**config.mk**
```make
export PLATFORM = sky130hd
export DESIGN_NAME = mmu_top
export DESIGN_NICKNAME = d
export VERILOG_FILES = /design/src/mmu_pkg.sv /design/src/verilog/dmw_match.sv /design/src/verilog/mmu_top.sv /design/src/verilog/resp_queue.sv /design/src/verilog/tlb_entry_store.sv /design/src/verilog/tlb_lookup_stage.sv /design/src/verilog/translate_stage.sv
export SDC_FILE = /design/constraint.sdc
export NUM_CORES = 2
export LEC_CHECK = 0
export ABC_AREA = 1
export BUFFER_PORTS_ARGS = -buffer_cell sky130_fd_sc_hd__buf_2
export CORE_MARGIN = 10
export CORE_UTILIZATION = 60
export CTS_CLUSTER_DIAMETER = 120
export DETAILED_ROUTE_END_ITERATION = 12
export PLACE_DENSITY = 0.78
export SLEW_MARGIN = 20
export SYNTH_ARGS = -nofsm -noshare
export SYNTH_HDL_FRONTEND = slang
export SYNTH_SLANG_ARGS = --single-unit
export TNS_END_PERCENT = 5
```
**constraint.sdc**
```tcl
create_clock -name clk -period 4.8 [get_ports clk]
set_input_delay 0.72 -clock clk [delete_from_list [all_inputs] [get_ports clk]]
set_output_delay 0.72 -clock clk [all_outputs]
set_load 0.005 [all_outputs]
```
**src/mmu_pkg.sv**
```systemverilog
`default_nettype none

package mmu_pkg;

    typedef logic [31:0] vaddr_t;
    typedef logic [31:0] paddr_t;
    typedef logic [18:0] vpn2_t;
    typedef logic [9:0]  asid_t;
    typedef logic [19:0] pfn_t;
    typedef logic [1:0]  plv_t;
    typedef logic [1:0]  mat_t;
    typedef logic [5:0]  ps_t;

    // the only legal page sizes
    localparam ps_t PS_4K = 6'd12;
    localparam ps_t PS_2M = 6'd21;

    typedef enum logic [1:0] {
        MEM_LOAD  = 2'd0,
        MEM_STORE = 2'd1,
        MEM_FETCH = 2'd2
    } mem_type_t;

    typedef enum logic [2:0] {
        EXCP_NONE = 3'd0,
        EXCP_TLBR = 3'd1,
        EXCP_PIL  = 3'd2,
        EXCP_PIS  = 3'd3,
        EXCP_PIF  = 3'd4,
        EXCP_PPI  = 3'd5,
        EXCP_PME  = 3'd6
    } excp_t;

    typedef struct packed {
        pfn_t pfn;
        mat_t mat;
        plv_t plv;
        logic d;
        logic v;
    } tlb_page_t;

    typedef struct packed {
        logic      e;
        logic      g;
        vpn2_t     vpn2;
        asid_t     asid;
        ps_t       ps;
        tlb_page_t even;
        tlb_page_t odd;
    } tlb_entry_t;

    typedef struct packed {
        logic       plv0;
        logic       plv3;
        mat_t       mat;
        logic [2:0] vseg;
        logic [2:0] pseg;
    } dmw_t;

    typedef struct packed {
        vaddr_t    vaddr;
        asid_t     asid;
        plv_t      plv;
        mem_type_t mem_type;
    } xlate_req_t;

    // stage one result
    typedef struct packed {
        xlate_req_t req;
        logic       tlb_hit;
        tlb_page_t  page;
        ps_t        ps;
        logic       dmw_hit;
        mat_t       dmw_mat;
        paddr_t     dmw_paddr;
        logic       da;
    } lookup_t;

    typedef struct packed {
        vaddr_t vaddr;
        paddr_t paddr;
        mat_t   mat;
        excp_t  excp;
    } xlate_resp_t;

endpackage

`default_nettype wire

```
**src/verilog/dmw_match.sv**
```systemverilog
`timescale 1ns/1ps
`default_nettype none

module dmw_match (
    input  wire mmu_pkg::vaddr_t vaddr,
    input  wire mmu_pkg::plv_t   plv,
    input  wire mmu_pkg::dmw_t   dmw0,
    input  wire mmu_pkg::dmw_t   dmw1,
    output logic                 hit,
    output mmu_pkg::paddr_t      paddr,
    output mmu_pkg::mat_t        mat
);

    logic          hit0;
    logic          hit1;
    mmu_pkg::dmw_t win;

    function automatic logic win_hit(input mmu_pkg::dmw_t w, input mmu_pkg::vaddr_t va,
                                     input mmu_pkg::plv_t lvl);
        logic plv_ok;
        plv_ok = (lvl == 2'd0 && w.plv0) || (lvl == 2'd3 && w.plv3);
        return plv_ok && (va[31:29] == w.vseg);
    endfunction

    assign hit0 = win_hit(dmw0, vaddr, plv);
    assign hit1 = win_hit(dmw1, vaddr, plv);

    // window 0 first
    assign win   = hit0 ? dmw0 : dmw1;
    assign hit   = hit0 || hit1;
    assign paddr = {win.pseg, vaddr[28:0]};
    assign mat   = win.mat;

endmodule

`default_nettype wire

```
**src/verilog/mmu_top.sv**
```systemverilog
`timescale 1ns/1ps
`default_nettype none

module mmu_top #(
    parameter int TLB_ENTRIES  = 16,
    parameter int QUEUE_DEPTH  = 4,
    parameter int RESP_CREDITS = 2
) (
    input  wire                           clk,
    input  wire                           rst_n,
    input  wire                           req_valid,
    input  wire mmu_pkg::xlate_req_t      req,
    output logic                          req_credit,
    output logic                          resp_valid,
    output mmu_pkg::xlate_resp_t          resp,
    input  wire                           resp_credit,
    input  wire                           da_mode,
    input  wire mmu_pkg::dmw_t            dmw0,
    input  wire mmu_pkg::dmw_t            dmw1,
    input  wire                           tlb_we,
    input  wire [$clog2(TLB_ENTRIES)-1:0] w_index,
    input  wire mmu_pkg::tlb_entry_t      w_entry,
    input  wire                           inv_valid,
    input  wire [2:0]                     inv_op,
    input  wire mmu_pkg::asid_t           inv_asid,
    input  wire mmu_pkg::vaddr_t          inv_vaddr
);

    mmu_pkg::tlb_entry_t  entries [TLB_ENTRIES];
    logic                 lk_valid;
    mmu_pkg::lookup_t     lk;
    logic                 xl_valid;
    mmu_pkg::xlate_resp_t xl;

    tlb_entry_store #(
        .TLB_ENTRIES (TLB_ENTRIES)
    ) store_i (
        .clk       (clk),
        .rst_n     (rst_n),
        .we        (tlb_we),
        .w_index   (w_index),
        .w_entry   (w_entry),
        .inv_valid (inv_valid),
        .inv_op    (inv_op),
        .inv_asid  (inv_asid),
        .inv_vaddr (inv_vaddr),
        .entries   (entries)
    );

    tlb_lookup_stage #(
        .TLB_ENTRIES (TLB_ENTRIES)
    ) lookup_i (
        .clk       (clk),
        .rst_n     (rst_n),
        .req_valid (req_valid),
        .req       (req),
        .entries   (entries),
        .da_mode   (da_mode),
        .dmw0      (dmw0),
        .dmw1      (dmw1),
        .out_valid (lk_valid),
        .out       (lk)
    );

    translate_stage xlate_i (
        .clk       (clk),
        .rst_n     (rst_n),
        .in_valid  (lk_valid),
        .in        (lk),
        .out_valid (xl_valid),
        .out       (xl)
    );

    resp_queue #(
        .QUEUE_DEPTH  (QUEUE_DEPTH),
        .RESP_CREDITS (RESP_CREDITS)
    ) queue_i (
        .clk         (clk),
        .rst_n       (rst_n),
        .in_valid    (xl_valid),
        .in          (xl),
        .resp_credit (resp_credit),
        .resp_valid  (resp_valid),
        .resp        (resp),
        .req_credit  (req_credit)
    );

endmodule

`default_nettype wire

```
**src/verilog/resp_queue.sv**
```systemverilog
`timescale 1ns/1ps
`default_nettype none

module resp_queue #(
    parameter int QUEUE_DEPTH  = 4,
    parameter int RESP_CREDITS = 2
) (
    input  wire                       clk,
    input  wire                       rst_n,
    input  wire                       in_valid,
    input  wire mmu_pkg::xlate_resp_t in,
    input  wire                       resp_credit,
    output logic                      resp_valid,
    output mmu_pkg::xlate_resp_t      resp,
    output logic                      req_credit
);

    localparam int PTR_W  = (QUEUE_DEPTH > 1) ? $clog2(QUEUE_DEPTH) : 1;
    localparam int CNT_W  = $clog2(QUEUE_DEPTH + 1);
    localparam int CRED_W = $clog2(RESP_CREDITS + 1);

    mmu_pkg::xlate_resp_t slots [QUEUE_DEPTH];
    logic [PTR_W-1:0]     wr_ptr;
    logic [PTR_W-1:0]     rd_ptr;
    logic [CNT_W-1:0]     count;
    logic [CRED_W-1:0]    credits;
    logic                 send;

    function automatic logic [PTR_W-1:0] ptr_inc(input logic [PTR_W-1:0] p);
        return (p == PTR_W'(QUEUE_DEPTH - 1)) ? '0 : p + 1'b1;
    endfunction

    // head goes out only with a downstream credit
    assign send       = (count != '0) && (credits != '0);
    assign resp_valid = send;
    assign resp       = slots[rd_ptr];

    always_ff @(posedge clk or negedge rst_n) begin
        if (!rst_n) begin
            wr_ptr     <= '0;
            rd_ptr     <= '0;
            count      <= '0;
            credits    <= CRED_W'(RESP_CREDITS);
            req_credit <= 1'b0;
        end else begin
            req_credit <= send;
            if (in_valid) begin
                wr_ptr <= ptr_inc(wr_ptr);
            end
            if (send) begin
                rd_ptr <= ptr_inc(rd_ptr);
            end
            case ({in_valid, send})
                2'b10:   count <= count + 1'b1;
                2'b01:   count <= count - 1'b1;
                default: count <= count;
            endcase
            // returned credit counts even in a send cycle
            case ({send, resp_credit})
                2'b10:   credits <= credits - 1'b1;
                2'b01:   credits <= credits + 1'b1;
                default: credits <= credits;
            endcase
        end
    end

    always_ff @(posedge clk) begin
        if (in_valid) begin
            slots[wr_ptr] <= in;
        end
    end

endmodule

`default_nettype wire

```
**src/verilog/tlb_entry_store.sv**
```systemverilog
`timescale 1ns/1ps
`default_nettype none

module tlb_entry_store #(
    parameter int TLB_ENTRIES = 16
) (
    input  wire                          clk,
    input  wire                          rst_n,
    input  wire                          we,
    input  wire [$clog2(TLB_ENTRIES)-1:0] w_index,
    input  wire mmu_pkg::tlb_entry_t     w_entry,
    input  wire                          inv_valid,
    input  wire [2:0]                    inv_op,
    input  wire mmu_pkg::asid_t          inv_asid,
    input  wire mmu_pkg::vaddr_t         inv_vaddr,
    output mmu_pkg::tlb_entry_t          entries [TLB_ENTRIES]
);

    mmu_pkg::tlb_entry_t    slots [TLB_ENTRIES];
    logic [TLB_ENTRIES-1:0] e_bits;
    logic [TLB_ENTRIES-1:0] clr;

    for (genvar i = 0; i < TLB_ENTRIES; i++) begin : g_entry
        logic asid_hit;
        logic vpn_hit;

        assign asid_hit = !slots[i].g && (slots[i].asid == inv_asid);
        // 2 MB pages compare on the upper vpn2 bits only
        assign vpn_hit = (slots[i].ps == mmu_pkg::PS_2M) ?
                         (slots[i].vpn2[18:9] == inv_vaddr[31:22]) :
                         (slots[i].vpn2 == inv_vaddr[31:13]);

        always_comb begin
            case (inv_op)
                3'd0:    clr[i] = 1'b1;
                3'd4:    clr[i] = asid_hit;
                3'd5:    clr[i] = asid_hit && vpn_hit;
                default: clr[i] = 1'b0;
            endcase
        end

        always_comb begin
            entries[i]   = slots[i];
            entries[i].e = e_bits[i];
        end
    end

    // invalidate takes precedence, a same-cycle write is dropped
    always_ff @(posedge clk or negedge rst_n) begin
        if (!rst_n) begin
            e_bits <= '0;
        end else if (inv_valid) begin
            e_bits <= e_bits & ~clr;
        end else if (we) begin
            e_bits[w_index] <= w_entry.e;
        end
    end

    always_ff @(posedge clk) begin
        if (we && !inv_valid) begin
            slots[w_index] <= w_entry;
        end
    end

endmodule

`default_nettype wire

```
**src/verilog/tlb_lookup_stage.sv**
```systemverilog
`timescale 1ns/1ps
`default_nettype none

module tlb_lookup_stage #(
    parameter int TLB_ENTRIES = 16
) (
    input  wire                      clk,
    input  wire                      rst_n,
    input  wire                      req_valid,
    input  wire mmu_pkg::xlate_req_t req,
    input  wire mmu_pkg::tlb_entry_t entries [TLB_ENTRIES],
    input  wire                      da_mode,
    input  wire mmu_pkg::dmw_t       dmw0,
    input  wire mmu_pkg::dmw_t       dmw1,
    output logic                     out_valid,
    output mmu_pkg::lookup_t         out
);

    logic [TLB_ENTRIES-1:0] match;
    mmu_pkg::tlb_entry_t    sel;
    logic                   odd;
    logic                   dmw_hit;
    mmu_pkg::paddr_t        dmw_paddr;
    mmu_pkg::mat_t          dmw_mat;
    mmu_pkg::lookup_t       nxt;

    dmw_match dmw_i (
        .vaddr (req.vaddr),
        .plv   (req.plv),
        .dmw0  (dmw0),
        .dmw1  (dmw1),
        .hit   (dmw_hit),
        .paddr (dmw_paddr),
        .mat   (dmw_mat)
    );

    for (genvar i = 0; i < TLB_ENTRIES; i++) begin : g_match
        logic vpn_hit;

        assign vpn_hit = (entries[i].ps == mmu_pkg::PS_2M) ?
                         (entries[i].vpn2[18:9] == req.vaddr[31:22]) :
                         (entries[i].vpn2 == req.vaddr[31:13]);
        assign match[i] = entries[i].e && vpn_hit &&
                          (entries[i].g || entries[i].asid == req.asid);
    end

    // and-or mux, match is one-hot
    always_comb begin
        sel = '0;
        for (int i = 0; i < TLB_ENTRIES; i++) begin
            if (match[i]) begin
                sel = mmu_pkg::tlb_entry_t'(sel | entries[i]);
            end
        end
    end

    assign odd = (sel.ps == mmu_pkg::PS_2M) ? req.vaddr[21] : req.vaddr[12];

    always_comb begin
        nxt.req       = req;
        nxt.tlb_hit   = |match;
        nxt.page      = odd ? sel.odd : sel.even;
        nxt.ps        = sel.ps;
        nxt.dmw_hit   = dmw_hit;
        nxt.dmw_mat   = dmw_mat;
        nxt.dmw_paddr = dmw_paddr;
        nxt.da        = da_mode;
    end

    always_ff @(posedge clk or negedge rst_n) begin
        if (!rst_n) begin
            out_valid <= 1'b0;
        end else begin
            out_valid <= req_valid;
        end
    end

    always_ff @(posedge clk) begin
        if (req_valid) begin
            out <= nxt;
        end
    end

endmodule

`default_nettype wire

```
**src/verilog/translate_stage.sv**
```systemverilog
`timescale 1ns/1ps
`default_nettype none

module translate_stage (
    input  wire                   clk,
    input  wire                   rst_n,
    input  wire                   in_valid,
    input  wire mmu_pkg::lookup_t in,
    output logic                  out_valid,
    output mmu_pkg::xlate_resp_t  out
);

    mmu_pkg::paddr_t      tlb_pa;
    mmu_pkg::excp_t       tlb_excp;
    mmu_pkg::xlate_resp_t nxt;

    assign tlb_pa = (in.ps == mmu_pkg::PS_2M) ?
                    {in.page.pfn[19:9], in.req.vaddr[20:0]} :
                    {in.page.pfn, in.req.vaddr[11:0]};

    // refill, invalid, privilege, modify
    always_comb begin
        if (!in.tlb_hit) begin
            tlb_excp = mmu_pkg::EXCP_TLBR;
        end else if (!in.page.v) begin
            case (in.req.mem_type)
                mmu_pkg::MEM_STORE: tlb_excp = mmu_pkg::EXCP_PIS;
                mmu_pkg::MEM_FETCH: tlb_excp = mmu_pkg::EXCP_PIF;
                default:            tlb_excp = mmu_pkg::EXCP_PIL;
            endcase
        end else if (in.req.plv > in.page.plv) begin
            tlb_excp = mmu_pkg::EXCP_PPI;
        end else if (in.req.mem_type == mmu_pkg::MEM_STORE && !in.page.d) begin
            tlb_excp = mmu_pkg::EXCP_PME;
        end else begin
            tlb_excp = mmu_pkg::EXCP_NONE;
        end
    end

    always_comb begin
        nxt.vaddr = in.req.vaddr;
        if (in.da) begin
            nxt.paddr = in.req.vaddr;
            nxt.mat   = 2'd0;
            nxt.excp  = mmu_pkg::EXCP_NONE;
        end else if (in.dmw_hit) begin
            nxt.paddr = in.dmw_paddr;
            nxt.mat   = in.dmw_mat;
            nxt.excp  = mmu_pkg::EXCP_NONE;
        end else if (tlb_excp != mmu_pkg::EXCP_NONE) begin
            nxt.paddr = '0;
            nxt.mat   = 2'd0;
            nxt.excp  = tlb_excp;
        end else begin
            nxt.paddr = tlb_pa;
            nxt.mat   = in.page.mat;
            nxt.excp  = mmu_pkg::EXCP_NONE;
        end
    end

    always_ff @(posedge clk or negedge rst_n) begin
        if (!rst_n) begin
            out_valid <= 1'b0;
        end else begin
            out_valid <= in_valid;
        end
    end

    always_ff @(posedge clk) begin
        if (in_valid) begin
            out <= nxt;
        end
    end

endmodule

`default_nettype wire
```
-- Word level (Yosys, flattened, before mapping)
Memory sizes are Yosys's and may differ from the RTL's.
Index checks and enable logic that the tools add are counted.
- flip-flop bits (word level): 202
- memory bits (writable): 1700
- bits of input ports: 211
- output and inout bits: 71
- word-level logic and storage cells: 392
- memories: 2
- add/sub/neg operators: 6
- order comparisons: 3
- equal/unequal tests: 127
- muxes and demuxes: 89
- bitwise logic cells: 18
- reductions and logical operators: 121
- memory list (name ; depth ; width ; rd ports ; clocked after Yosys merged registers in ; write ports ; RTL line ; source):
    store_i.slots ; 16 ; 89 ; 16 ; 0 ; 1 ; tlb_entry_store.sv:19 ; mmu_pkg::tlb_entry_t slots [TLB_ENTRIES];
    queue_i.slots ; 4 ; 69 ; 1 ; 0 ; 1 ; resp_queue.sv:22 ; mmu_pkg::xlate_resp_t slots [QUEUE_DEPTH];
- operators with widths (kind ; number):
    $mux W58 ; 16
    $or A58 B58 Y58 ; 15
    $eq A10 B10 Y1 ; 64
    $eq A19 B19 Y1 ; 32
    $mux W37 ; 3
    $eq A6 B5 Y1 const B ; 18
    $logic_and A1 B1 Y1 ; 74
    $pmux W1 S3 ; 16
    $mux W1 ; 38
    $mux W16 ; 2
    $mux W26 ; 1
    $mux W21 ; 1
    $logic_or A1 B1 Y1 ; 19
    $logic_not A1 Y1 ; 18
    $and A16 B16 Y16 ; 1
    $bwmux W16 ; 1
    $not A16 Y16 ; 1
    $reduce_or A16 Y1 ; 1
    $eq A2 B2 Y1 const B ; 6
    $mux W3 ; 4
    $pmux W3 S2 ; 2
    $mux W8 ; 1
    $reduce_bool A2 Y1 ; 4
    $add A2 B1 Y2 const B ; 3
    other kinds (17) ; 23

-- Logic depth before layout (Yosys ltp)
An unclocked memory read counts as a cell.
- word-level depth: 39
- mapped depth: 24
- depth with buffers taken out: 21

-- By module
From an unflattened synthesis, not the netlist that was laid out.
- cell total of the unflattened synthesis: 7197
- area total of the unflattened synthesis: 84710.0 µm²
- by module, submodules not included (module ; times used ; cells an instance ; area an instance (µm²) ; seq. area each (µm²)):
    tlb_entry_store ; 1 ; 2862 ; 50606.0 ; 42680.9
    tlb_lookup_stage ; 1 ; 3026 ; 18062.3 ; 3478.3
    resp_queue ; 1 ; 878 ; 12021.5 ; 8539.4
    translate_stage ; 1 ; 361 ; 3553.4 ; 2097.0
    dmw_match ; 1 ; 70 ; 466.7 ; 0.0

-- Least setup slack after synthesis
Ideal clock, no wire load.
- path type: input-to-reg
- start point: in tlb_we
- end point: reg store_i.e_bits[1]
- setup time: 135 ps
- arrival time: 7881 ps
- data required time: 4665 ps
- path slack: -3215 ps
- stages: 6
- path buffers: 0
- cells stage by stage: inv_1 nor2_1 inv_1 nor3_1 or2_2 o21ai_0
- cells in the longest elaborated chain, start to end: 1
- ends and longest elaborated chain (what ; RTL line ; source):
    start, declared ; mmu_top.sv:20 ; input wire tlb_we,
    $reduce_bool A2 Y1 (no source line) ; - ;
    end signal, assigned ; tlb_entry_store.sv:53 ; e_bits <= e_bits & ~clr;
    end signal, assigned by index ; tlb_entry_store.sv:55 ; e_bits[w_index] <= w_entry.e;
    end, declared ; tlb_entry_store.sv:20 ; logic [TLB_ENTRIES-1:0] e_bits;
No other way between the ends.
A chain may end at the register's enable or synchronous reset.

==> flow_metrics.tcl <==
set metrics [dict create \
    hold_path_end "lookup_i.out[0]" \
    max-cap-violations 0 \
    final_cells 9178 \
    syn_area_per_cell_um2 11.78 \
    fmax_ghz 0.2495 \
    slew_viol_final 0 \
    worst_slack_ps 792.5 \
    placement_rows 135 \
    hp-class "in -> reg" \
    relSlewSlack 0.2327 \
    syn_nets 7124 \
    postCtsSetupBuffers 0 \
    finalHoldViolCount 0 \
    rsz0062_at_grt "false" \
    rr_worst_depth 17 \
    ys_seq_area_frac 0.6841 \
    vias 56467 \
    tightest_slew_ps 1150 \
    synth_top_family_by_area "simple AND/OR/NAND/NOR gates" \
    via_per_inst 6.152 \
    power_frac_clock 0.387 \
    drtIter0Drc 7716 \
    synth-xor-area-share 0.05968 \
    power_density_nw_per_um2 408.6 \
    yosys-top-cells-area "edfxtp_1 (68%), inv_1 (5.6%), nand2_1 (4.1%), o22ai_1 (4.0%), xor2_1 (3.1%)" \
    finalClockSkew_ps 33.90 \
    synthFlopType "edfxtp_1" \
    wl_um 242900 \
    die_w_um 388.1 \
    post-route-drc-count 0 \
    clk_pin_slew_ps 60 \
    multi_input_area_um2 20060 \
    grt_pass1_wl_um 349600 \
    syn-instance-count 6903 \
    nets 7449 \
    netlist_top_cells_count "edfxtp_1 (1,829), inv_1 (1,209), nand2_1 (888), nor2_1 (588), o22ai_1 (523)" \
    cp_cell_sequence "buf_4 > o21ai_0 > o22ai_1 > buf_2" \
    core_um2 135100 \
    synth-edff-count 1829 \
    critPathLaunchType "flop" \
    synth_compound_area_frac 0.06609 \
    ys_types 63 \
    muxShareOfSynthArea 0.001800 \
    min_from "da_mode" \
    fillers 9031 \
    crit_required_ps 4080 \
    finalCritPeriodShare 0.8349 \
    synth_fa_ha_area_frac 0.001631 \
    hold_ws_ps 58.93 \
    antenna_found_initial 44 \
    grt_max_degree 99 \
    endpoint_kind "output pin" \
    yosys.area.top_type_share 0.6755 \
    synth-simple-area-share 0.1132 \
    cts_tree "yes" \
    hold_path_depth 1 \
    ys_ff_latch 1857 \
    leakage_nw 36.01 \
    seq_area_um2 55630 \
    peakVddDrop_v 0.0004213 \
    yosys.area.top_type "edfxtp_1" \
    ant_nets 0 \
    io_buffers 268 \
    switching_share 0.2486 \
    yosysMostFrequentCell "edfxtp_1" \
    tns_ps 0 \
    gp_congestion 0.9641 \
    synthToLayoutAreaGrowth_pct 12.74 \
    syn_area_um2 81310 \
    period_minus_slack_ps 4008 \
    r2r_setup_slack_ps 1280 \
    dp_cells 8824 \
    grt_pass1_vias 54096 \
    internal-power_mw 28.14 \
    synth_warnings 0 \
    post_drt_wl_per_cell_um 26.47 \
    dp_hpwl_um 144800 \
    grt_usage 0.3142 \
    start_util 0.6017 \
    worstPathArrival_ps 3290 \
    crit_slowest_cell "buf_4" \
    clk_path_buf_depth 3 \
    combPwrFrac 0.105 \
    setup_viol 0 \
    clock_latency_ps 840 \
    power_mw 37.45 \
    p_sw_mw 9.309 \
    slowest_delay_ps 830 \
    overflow 0 \
    synthArstFlopShare 0.01508 \
    dieArea_um2 150600 \
    status "finished clean" \
    path_max_fanout 98 \
    ioPinCount 282 \
    drive_gt1_frac 0.1110 \
    worstSetupPathType "reg -> out" \
    die_h_um 388.1 \
    pwr-share-seq 0.508 \
    clkSinkCount 1857 \
    regToRegStartpoint "store_i.slots[5][71]" \
    cts_inserted_buffers 181 \
    htreeDepth 4 \
    root_buffer "clkbuf_16" \
    cts_hold_buffers 1 \
    r2r-end "lookup_i.out[46]" \
    ctsResizeCount 0 \
    drt_first_pass_iters 9 \
    pre_cts_slack_ps 495.9 \
]
-- power groups by stage --
| stage | Sequential (mW) | Clock (mW) | Combinational [mW] |
|---|---|---|---|
| floorplan | 19.2 | 0 | 2.18 |
| global placement | 19.3 | 0 | 3.75 |
| detailed placement | 19.3 | 0 | 3.88 |
| CTS | 19.0 | 14.5 | 3.91 |
| global route | 19.1 | 15.2 | 4.25 |
| finish | 19.0 | 14.5 | 3.94 |
-- state kept, by name, summed over array words and instances (netlist names) --
signal,count
store_i.slots,1408
queue_i.slots,276
lookup_i.out,76
xlate_i.out,69
store_i.e_bits,16
queue_i.count,3
queue_i.credits,2
queue_i.rd_ptr,2
queue_i.wr_ptr,2
lookup_i.out_valid,1
queue_i.req_credit,1
xlate_i.out_valid,1
-- worst max-delay path: cells and delay by family (launching register included) --
| family | cells | cell delay (ps) |
|---|---|---|
| buffers and inverters | 2 | 1020 |
| flip-flops | 1 | 720 |
| AO/OA/AOI/OAI | 2 | 610 |
-- per-stage QoR --
| stage | utilization | cell area, um2 |
|---|---|---|
| 5_1_grt | 0.6782 | 91640 |
| 2_1_floorplan | - | 81340 |
| 4_1_cts | 0.6779 | 91610 |
| 6_report | 0.6784 | 91670 |
| 3_5_place_dp | 0.6328 | 85510 |
| 3_3_place_gp | 0.6328 | 85510 |
-- layout by cell type, fill, tap and decap left out, types with 15 or more instances in the layout --
cell       count
a2111oi_0     17
a21oi_1       37
buf_12        43
buf_2        267
buf_4         99
bufinv_16     23
clkbuf_1      31
clkbuf_16    182
clkinv_1      48
clkinv_2      34
dfrtp_1       24
diode_2       19
edfxtp_1    1829
inv_1       1201
inv_2         25
nand2_1      888
nand2_2       24
nand3_1      127
nand3_4       17
nand4_1      209
nor2_1       580
nor2_4        15
nor3_1        35
nor4_1        98
o21ai_0      218
o22ai_1      523
or2_2         30
xnor2_1      262
xor2_1       292
-- metal layers --
metal | global-route usage | up-vias | wire length, um
met4 | 0.1679 | 32 | 14450
met5 | 0 | - | 216
met1 | 0.4013 | 26995 | 84750
li1 | - | 24379 | -
met3 | 0.08742 | 905 | 33550
met2 | 0.4895 | 4156 | 110000
-- worst max path at each step --
stage | from | endpoint | slack [ps] | cells past startpoint
3_5_place_dp | req[7] | lookup_i.out[43] | 500 | 17
6_report | queue_i.rd_ptr[0] | resp[0] | 790 | 4
2_1_floorplan | tlb_we | store_i.e_bits[7] | -830 | 6
5_1_grt | queue_i.rd_ptr[0] | resp[61] | 630 | 4
4_1_cts | queue_i.rd_ptr[0] | resp[0] | 780 | 4
3_3_place_gp | req[7] | lookup_i.out[42] | 620 | 17
-- cells by family (layout without fill, tap and decap cells) --
group	after synthesis	in the layout
compound gates	880	880
flops	1857	1857
buf+inv	1506	1981
mux	14	14
simple gates	2082	2082
other cells	0	19
fa+ha+maj	10	10
xor+xnor	554	554
-- cell type report --
cell class	count	area share
clock inverter	117	0.01497
sequential	1857	0.6069
tap	1781	0.02431
clock buffer	216	0.05140
multi-input combinational	3540	0.2188
inverter	1237	0.05075
timing repair buffer	411	0.03235
antenna	19	0.0005187
Power figures use the tool's default switching activity.
